==> src/logic/fpu_pkg.sv <==
// shared by the FP slice; compare logic only holds for 64-bit IEEE-754 doubles
package fpu_pkg;

  // operand and result width, one IEEE double or two packed singles
  localparam int data_w = 64;

  // compare flag vector
  localparam int flag_w  = 4;
  localparam int flag_lt = 0;
  localparam int flag_eq = 1;
  localparam int flag_gt = 2;
  localparam int flag_un = 3;

  // operations understood by the slice
  typedef enum logic [3:0] {
    op_and       = 4'd0,
    op_or        = 4'd1,
    op_xor       = 4'd2,
    op_andn      = 4'd3,
    op_pswap     = 4'd4,
    op_pdup_lo   = 4'd5,
    // ordered compare also flags quiet NaN as invalid
    op_cmp_ord   = 4'd6,
    op_cmp_unord = 4'd7
  } fpu_op_e;

  // where an operand comes from at issue
  typedef enum logic [1:0] {
    src_port     = 2'd0,
    // forwarding bus as seen in the issue cycle
    src_bus_now  = 2'd1,
    // forwarding bus one cycle before issue
    src_bus_prev = 2'd2
  } operand_src_e;

endpackage

==> src/logic/fpu_operand_select.sv <==
// bus_a and bus_b must stay below num_fwd while en is high; src encoding 3 falls back to the port
`timescale 1ns/1ns

module fpu_operand_select #(
  parameter int num_fwd = 4
) (
  input  logic                                     clk,
  input  logic                                     rst,
  input  logic                                     en,
  input  fpu_pkg::fpu_op_e                         op,
  input  logic [fpu_pkg::data_w-1:0]               a,
  input  logic [fpu_pkg::data_w-1:0]               b,
  input  fpu_pkg::operand_src_e                    src_a,
  input  fpu_pkg::operand_src_e                    src_b,
  input  logic [((num_fwd > 1) ? $clog2(num_fwd) : 1)-1:0] bus_a,
  input  logic [((num_fwd > 1) ? $clog2(num_fwd) : 1)-1:0] bus_b,
  input  logic [num_fwd-1:0][fpu_pkg::data_w-1:0]  fwd_bus,
  output logic                                     sel_valid,
  output fpu_pkg::fpu_op_e                         sel_op,
  output logic [fpu_pkg::data_w-1:0]               sel_a,
  output logic [fpu_pkg::data_w-1:0]               sel_b
);

  localparam int idx_w = (num_fwd > 1) ? $clog2(num_fwd) : 1;

  logic [num_fwd-1:0][fpu_pkg::data_w-1:0] fwd_prev;
  logic [fpu_pkg::data_w-1:0]              opnd_a;
  logic [fpu_pkg::data_w-1:0]              opnd_b;

  // one operand mux, shared by A and B
  function automatic logic [fpu_pkg::data_w-1:0] pick_operand(
    input fpu_pkg::operand_src_e                   src,
    input logic [fpu_pkg::data_w-1:0]              port_val,
    input logic [idx_w-1:0]                        idx,
    input logic [num_fwd-1:0][fpu_pkg::data_w-1:0] live,
    input logic [num_fwd-1:0][fpu_pkg::data_w-1:0] prev
  );
    logic [fpu_pkg::data_w-1:0] val;
    case (src)
      fpu_pkg::src_bus_now:  val = live[idx];
      fpu_pkg::src_bus_prev: val = prev[idx];
      default:               val = port_val;
    endcase
    return val;
  endfunction

  // every bus is sampled each edge so a late consumer can still see it
  always_ff @(posedge clk) begin
    if (rst) begin
      fwd_prev <= '0;
    end else begin
      fwd_prev <= fwd_bus;
    end
  end

  always_comb begin
    opnd_a = pick_operand(src_a, a, bus_a, fwd_bus, fwd_prev);
    opnd_b = pick_operand(src_b, b, bus_b, fwd_bus, fwd_prev);
  end

  always_ff @(posedge clk) begin
    if (rst) begin
      sel_valid <= 1'b0;
    end else begin
      sel_valid <= en;
    end
  end

  // payload loads only on issue
  always_ff @(posedge clk) begin
    if (en) begin
      sel_op <= op;
      sel_a  <= opnd_a;
      sel_b  <= opnd_b;
    end
  end

  // forwarding index must name a real bus
  a_bus_idx_range: assert property (
    @(posedge clk) disable iff (rst)
    en |-> ((int'(bus_a) < num_fwd) && (int'(bus_b) < num_fwd))
  ) else $error("forwarding bus index out of range");

endmodule

==> src/logic/fpu_stage_buffer.sv <==
// single staging register with no stall input; operands are only meaningful while stg_valid is high
`timescale 1ns/1ns

module fpu_stage_buffer (
  input  logic                       clk,
  input  logic                       rst,
  input  logic                       sel_valid,
  input  fpu_pkg::fpu_op_e           sel_op,
  input  logic [fpu_pkg::data_w-1:0] sel_a,
  input  logic [fpu_pkg::data_w-1:0] sel_b,
  output logic                       stg_valid,
  output fpu_pkg::fpu_op_e           stg_op,
  output logic [fpu_pkg::data_w-1:0] stg_a,
  output logic [fpu_pkg::data_w-1:0] stg_b
);

  // valid tracks every cycle so bubbles pass through
  always_ff @(posedge clk) begin
    if (rst) begin
      stg_valid <= 1'b0;
    end else begin
      stg_valid <= sel_valid;
    end
  end

  // operands and opcode hold while idle to save toggles
  always_ff @(posedge clk) begin
    if (sel_valid) begin
      stg_op <= sel_op;
      stg_a  <= sel_a;
      stg_b  <= sel_b;
    end
  end

  // issued opcode survives selection and staging intact
  a_stg_op_legal: assert property (
    @(posedge clk) disable iff (rst)
    stg_valid |-> stg_op inside {
      fpu_pkg::op_and,
      fpu_pkg::op_or,
      fpu_pkg::op_xor,
      fpu_pkg::op_andn,
      fpu_pkg::op_pswap,
      fpu_pkg::op_pdup_lo,
      fpu_pkg::op_cmp_ord,
      fpu_pkg::op_cmp_unord
    }
  ) else $error("illegal opcode reached the execution stage");

endmodule

==> src/logic/fpu_simd_exec.sv <==
// doubles only with no denormal flush or rounding; res, cmp_flags and inv_raise hold between results
`timescale 1ns/1ns

module fpu_simd_exec (
  input  logic                       clk,
  input  logic                       rst,
  input  logic                       stg_valid,
  input  fpu_pkg::fpu_op_e           stg_op,
  input  logic [fpu_pkg::data_w-1:0] stg_a,
  input  logic [fpu_pkg::data_w-1:0] stg_b,
  input  logic                       inv_enable,
  output logic                       res_valid,
  output logic [fpu_pkg::data_w-1:0] res,
  output logic [fpu_pkg::flag_w-1:0] cmp_flags,
  output logic                       inv_raise,
  output logic                       exc_valid
);

  localparam int half_w = fpu_pkg::data_w / 2;

  logic                       any_nan;
  logic                       any_snan;
  logic                       both_zero;
  logic                       a_eq_b;
  logic                       a_lt_b;
  logic [fpu_pkg::data_w-2:0] mag_a;
  logic [fpu_pkg::data_w-2:0] mag_b;
  logic [fpu_pkg::data_w-1:0] res_next;
  logic [fpu_pkg::flag_w-1:0] flags_next;
  logic                       inv_next;

  // exponent all ones with a nonzero fraction
  function automatic logic is_nan(input logic [fpu_pkg::data_w-1:0] x);
    return (&x[62:52]) && (|x[51:0]);
  endfunction

  // signalling NaN has the quiet bit clear
  function automatic logic is_snan(input logic [fpu_pkg::data_w-1:0] x);
    return is_nan(x) && !x[51];
  endfunction

  // classify and order the two doubles
  always_comb begin
    mag_a     = stg_a[fpu_pkg::data_w-2:0];
    mag_b     = stg_b[fpu_pkg::data_w-2:0];
    any_nan   = is_nan(stg_a) || is_nan(stg_b);
    any_snan  = is_snan(stg_a) || is_snan(stg_b);
    // sign is ignored for zero
    both_zero = (mag_a == '0) && (mag_b == '0);
    a_eq_b    = both_zero || (stg_a == stg_b);
    if (stg_a[fpu_pkg::data_w-1] != stg_b[fpu_pkg::data_w-1]) begin
      a_lt_b = stg_a[fpu_pkg::data_w-1];
    end else if (!stg_a[fpu_pkg::data_w-1]) begin
      a_lt_b = mag_a < mag_b;
    end else begin
      // both negative, larger magnitude is smaller
      a_lt_b = mag_a > mag_b;
    end
  end

  always_comb begin
    res_next   = '0;
    flags_next = '0;
    inv_next   = 1'b0;
    case (stg_op)
      fpu_pkg::op_and:     res_next = stg_a & stg_b;
      fpu_pkg::op_or:      res_next = stg_a | stg_b;
      fpu_pkg::op_xor:     res_next = stg_a ^ stg_b;
      fpu_pkg::op_andn:    res_next = stg_a & ~stg_b;
      fpu_pkg::op_pswap:   res_next = {stg_a[half_w-1:0], stg_a[fpu_pkg::data_w-1:half_w]};
      fpu_pkg::op_pdup_lo: res_next = {stg_b[half_w-1:0], stg_b[half_w-1:0]};
      fpu_pkg::op_cmp_ord, fpu_pkg::op_cmp_unord: begin
        if (any_nan) begin
          flags_next[fpu_pkg::flag_un] = 1'b1;
        end else if (a_eq_b) begin
          flags_next[fpu_pkg::flag_eq] = 1'b1;
        end else if (a_lt_b) begin
          flags_next[fpu_pkg::flag_lt] = 1'b1;
        end else begin
          flags_next[fpu_pkg::flag_gt] = 1'b1;
        end
        inv_next = any_snan || (any_nan && (stg_op == fpu_pkg::op_cmp_ord));
      end
      default: res_next = '0;
    endcase
  end

  always_ff @(posedge clk) begin
    if (rst) begin
      res_valid <= 1'b0;
      exc_valid <= 1'b0;
    end else begin
      res_valid <= stg_valid;
      // report only what software lets through
      exc_valid <= stg_valid && inv_next && inv_enable;
    end
  end

  always_ff @(posedge clk) begin
    if (rst) begin
      res       <= '0;
      cmp_flags <= '0;
      inv_raise <= 1'b0;
    end else if (stg_valid) begin
      res       <= res_next;
      cmp_flags <= flags_next;
      inv_raise <= inv_next;
    end
  end

  // exception reports ride on a result
  a_exc_with_result: assert property (
    @(posedge clk) disable iff (rst)
    exc_valid |-> (res_valid && inv_raise)
  ) else $error("exception report without a matching result");

endmodule

==> src/logic/fpu_unit.sv <==
// three-stage slice with no stall path; a result appears exactly three cycles after en
`timescale 1ns/1ns

module fpu_unit #(
  parameter int num_fwd = 4
) (
  input  logic                                     clk,
  input  logic                                     rst,
  input  logic                                     en,
  input  fpu_pkg::fpu_op_e                         op,
  input  logic [fpu_pkg::data_w-1:0]               a,
  input  logic [fpu_pkg::data_w-1:0]               b,
  input  fpu_pkg::operand_src_e                    src_a,
  input  fpu_pkg::operand_src_e                    src_b,
  input  logic [((num_fwd > 1) ? $clog2(num_fwd) : 1)-1:0] bus_a,
  input  logic [((num_fwd > 1) ? $clog2(num_fwd) : 1)-1:0] bus_b,
  input  logic [num_fwd-1:0][fpu_pkg::data_w-1:0]  fwd_bus,
  input  logic                                     inv_enable,
  output logic                                     res_valid,
  output logic [fpu_pkg::data_w-1:0]               res,
  output logic [fpu_pkg::flag_w-1:0]               cmp_flags,
  output logic                                     inv_raise,
  output logic                                     exc_valid
);

  // selection to staging
  logic                       sel_valid;
  fpu_pkg::fpu_op_e           sel_op;
  logic [fpu_pkg::data_w-1:0] sel_a;
  logic [fpu_pkg::data_w-1:0] sel_b;

  // staging to execution
  logic                       stg_valid;
  fpu_pkg::fpu_op_e           stg_op;
  logic [fpu_pkg::data_w-1:0] stg_a;
  logic [fpu_pkg::data_w-1:0] stg_b;

  fpu_operand_select #(
    .num_fwd(num_fwd)
  ) i_operand_select (
    .clk(clk), .rst(rst), .en(en), .op(op), .a(a), .b(b),
    .src_a(src_a), .src_b(src_b), .bus_a(bus_a), .bus_b(bus_b), .fwd_bus(fwd_bus),
    .sel_valid(sel_valid), .sel_op(sel_op), .sel_a(sel_a), .sel_b(sel_b)
  );

  fpu_stage_buffer i_stage_buffer (
    .clk(clk), .rst(rst),
    .sel_valid(sel_valid), .sel_op(sel_op), .sel_a(sel_a), .sel_b(sel_b),
    .stg_valid(stg_valid), .stg_op(stg_op), .stg_a(stg_a), .stg_b(stg_b)
  );

  fpu_simd_exec i_simd_exec (
    .clk(clk), .rst(rst),
    .stg_valid(stg_valid), .stg_op(stg_op), .stg_a(stg_a), .stg_b(stg_b),
    .inv_enable(inv_enable),
    .res_valid(res_valid), .res(res), .cmp_flags(cmp_flags),
    .inv_raise(inv_raise), .exc_valid(exc_valid)
  );

endmodule

==> config.mk <==
export PLATFORM = sky130hd
export DESIGN_NAME = fpu_unit
export DESIGN_NICKNAME = d
export VERILOG_FILES = /design/src/logic/fpu_pkg.sv /design/src/logic/fpu_operand_select.sv /design/src/logic/fpu_stage_buffer.sv /design/src/logic/fpu_simd_exec.sv /design/src/logic/fpu_unit.sv
export SDC_FILE = /design/constraint.sdc
export NUM_CORES = 1
export LEC_CHECK = 0
export CAP_MARGIN = 10
export CORE_MARGIN = 4
export CORE_UTILIZATION = 60
export DETAILED_ROUTE_END_ITERATION = 12
export DONT_BUFFER_PORTS = 1
export PLACE_DENSITY_LB_ADDON = 0.1
export SLEW_MARGIN = 20
export SYNTH_ARGS = -nofsm -noshare
export SYNTH_HDL_FRONTEND = slang
export SYNTH_SLANG_ARGS = --single-unit
export TNS_END_PERCENT = 20
==> constraint.sdc <==
create_clock -name clk -period 4.1 [get_ports clk]
set_input_delay 1.23 -clock clk [delete_from_list [all_inputs] [get_ports clk]]
set_output_delay 1.23 -clock clk [all_outputs]
set_load 0.01 [all_outputs]
==> flow_summary.ini <==
[worst_setup_path]
critical_path.endpoint_type = flip-flop
r2r-end = i_simd_exec.cmp_flags[2]$_SDFFE_PP0P_
criticalPathCategory = reg -> reg
worstPathRequired_ps = 4610
reg2regPathDepth = 10
arrival_ps = 3650
setup.worst_path.start_class = flip-flop
timing.rr.start = i_stage_buffer.stg_b[30]$_DFFE_PP_
r2r_setup_slack_ps = 970
critical_path_peak_fanout = 5

[cts]
cts-root-to-sink-buffers = 3
cts_post_setup_buffers_inserted = 0
clk_pin_slew_ps = 70
clock_insertion_delay_worst_skew_ps = 650
cts-hold-fix-buffers = 0
cts.repair.resized = 0
tritoncts = yes
clock-sinks = 593
cts.htree.levels = 2
cts_root_buffer = sky130_fd_sc_hd__clkbuf_16
tritoncts.num_buffers = 60

[min_path]
whs_path_depth = 0
hold_path.class = reg -> reg
min_from = i_operand_select.sel_b[21]$_DFFE_PP_
hold_path_end = i_stage_buffer.stg_b[21]$_DFFE_PP_

[sta]
finalSetupViolations = 0
timing.hold.ws_ps = 417
fmax_mhz = 319
shortest_period_the_worst_path_allows_ps = 3130
timing.max_slew.rel_slack_pct = 40.5
finClkSkew_ps = 34.6
final.setup.tns_ps = 0
worstMarginPinSlew_ps = 893
number_of_pins_exceeding_their_max_slew_limit_in_the_final_report = 0
fin_crit_sh_pct = 76.4
rsz_0062_raised_after_global_routing = no
final-hold-violation-count = 0

[logic_synthesis]
synth_seq_cells = 593
synth.area.mux_share_pct = 18.8
synth_top_family_by_area = multiplexers
cell_count_after_synthesis = 2628
synthesized_area_per_cell_sq_um = 11.6
synth-warning-count = 0
synth_simple_gate_area_share_pct = 12.6
synth_ff_type = sky130_fd_sc_hd__dfxtp_1
mappedNetlistNets = 3159
count_of_flip_flops_with_a_built_in_enable_after_synthesis = 264
synth_cell_types = 45
complex_gate_fraction_of_the_synthesized_area_pct = 11.5
async_flop_share_pct = 0
synthAdderAreaFrac_pct = 5.36
fraction_of_synthesized_cell_area_in_xor_and_xnor_cells_pct = 0.0286
synth_area_sq_um = 30600
ys_seq_area_share_pct = 47.4

[placement]
place_congestion = 0.969
hpwlAfterDp_um = 70600
dpl.cell_count = 3130
placement.io_buffers = 0

[grt]
antenna_found_initial = 11
via_count_of_the_first_global_routing_pass = 21700
groute.usage.overall_pct = 35.5
grt_pass1_wl_um = 144000
grt_max_degree = 261
global_route.overflow_total = 0

[floorplan]
die_area_sq_um = 54700
floorplan.die.width_um = 234
top_level_ports = 471
chipHeight_um = 234
number_of_rows_created_at_floorplan = 82
floorplan.core_area_sq_um = 50300
initial_utilization_pct = 60.9

[status]
outcome = complete, no violations

[finish]
finalCoreUtilization_pct = 66.2
top_library_cells_by_usage_in_the_layout_fill_and_taps_aside = sky130_fd_sc_hd__nand2_1 (329), sky130_fd_sc_hd__dfxtp_1 (328), sky130_fd_sc_hd__nor2b_1 (268)
final_nets = 3051
areaGrowthSynthToFinish_pct = 8.72
leading_cell_type_in_the_layout_fill_and_taps_excluded = sky130_fd_sc_hd__nand2_1
stdcell_count = 3252
layout-drive-gt1-share_pct = 15.6

[detailed_routing]
remaining_drc_errors = 0
wire_per_inst_um = 30.2
via_count = 22000
drt_iter0_markers = 2837
drt_pass1_iterations = 6
via_per_inst = 6.78
postRouteAntennaNets = 0
wl_um = 98300

[power_and_ir_drop]
worst_ir_drop_vdd_uv = 372
power.static_leakage_uw = 0.0123
power_density_nw_per_um2 = 430

[job]
maxCapViolCount = 0
==> where the power goes <==
part | total (uW) | internal [uW] | leakage (uW) | switching, uW
Sequential | 6850 | 6570 | 0.00532 | 287
Clock | 6020 | 3590 | 0.00109 | 2430
Combinational | 1440 | 715 | 0.00588 | 726
==> stage by stage <==
stage / total power, uW / setup WS, ps / area, sq um
6_report: 14300 / 967 / 33300
5_1_grt: 14700 / 841 / 33300
4_1_cts: 14300 / 1000 / 33300
3_5_place_dp: 8390 / 935 / 31000
3_3_place_gp: 8350 / 1020 / 31000
2_1_floorplan: 7990 / 424 / 30600
==> critical path, cell delays in order, from the launching register on <==
cell and delay, ps:
sky130_fd_sc_hd__edfxtp_1 440, sky130_fd_sc_hd__inv_1 90, sky130_fd_sc_hd__ha_1 330, sky130_fd_sc_hd__or4_4 550, sky130_fd_sc_hd__or4b_4 530, sky130_fd_sc_hd__or4_1 550
sky130_fd_sc_hd__nor3_2 160, sky130_fd_sc_hd__a31oi_1 90, sky130_fd_sc_hd__inv_1 130, sky130_fd_sc_hd__a211o_2 110, sky130_fd_sc_hd__o21ai_2 50
==> cells by family after synthesis <==
group           Yosys count
compound gates          533
buf+inv                 348
simple gates            766
mux                     256
flops                   593
xor+xnor                  1
fa+ha+maj               131
==> how the worst max path moves through the flow <==
stage,start,end,slack [ps]
final,i_stage_buffer.stg_b[30]$_DFFE_PP_,i_simd_exec.cmp_flags[2]$_SDFFE_PP0P_,970
after global routing,i_stage_buffer.stg_b[29]$_DFFE_PP_,i_simd_exec.cmp_flags[2]$_SDFFE_PP0P_,840
after CTS,i_stage_buffer.stg_b[29]$_DFFE_PP_,i_simd_exec.cmp_flags[2]$_SDFFE_PP0P_,1000
after detailed placement,src_a[1],i_operand_select.sel_a[52]$_DFFE_PP_,940
after global placement,src_b[0],i_operand_select.sel_b[9]$_DFFE_PP_,1020
after floorplan,i_operand_select.sel_valid$_SDFF_PP0_,i_stage_buffer.stg_a[0]$_DFFE_PP_,420
==> state kept, by name, indices dropped and copies added (netlist names) <==
name and cells:
i_operand_select.sel_valid 1, i_operand_select.sel_a 64, i_operand_select.sel_op 4, i_stage_buffer.stg_a 64, i_operand_select.fwd_prev 256, i_simd_exec.res 64, i_stage_buffer.stg_valid 1, i_stage_buffer.stg_b 64
i_simd_exec.inv_raise 1, i_simd_exec.cmp_flags 4, i_stage_buffer.stg_op 4, i_simd_exec.res_valid 1, i_simd_exec.exc_valid 1, i_operand_select.sel_b 64
==> cell type report <==
| class | count | area (sq um) |
|---|---|---|
| inverter | 154 | 578 |
| multi-input combinational | 1687 | 14900 |
| clock inverter | 31 | 384 |
| timing repair buffer | 24 | 230 |
| fill | 3756 | 17000 |
| antenna | 8 | 20.0 |
| tap | 672 | 841 |
| sequential | 593 | 14500 |
| clock buffer | 83 | 1840 |
==> layer usage <==
layer	vias up	GRT usage, %	part of all wire, %
met3	180	10.0	11
met5	-	0	0.058
met4	8	10.2	3.0
met1	11000	49.2	39
li1	9614	-	-
met2	1208	55.3	47
==> cells in the mapped netlist (all sizes together) (47+ instances only) <==
master | n | share of area (%)
nor2b | 268 | 5.5
a22oi | 160 | 3.9
nand2 | 329 | 4.0
ha | 131 | 5.4
clkbuf | 151 | 1.9
dfxtp | 329 | 22
mux4 | 256 | 19
a21oi | 50 | 0.82
o21ai | 200 | 3.3
edfxtp | 264 | 26
inv | 154 | 1.9
nor4 | 47 | 0.96
nor2 | 49 | 0.60
a22o | 64 | 1.8
Note: power is estimated with default switching activity, not from simulation.
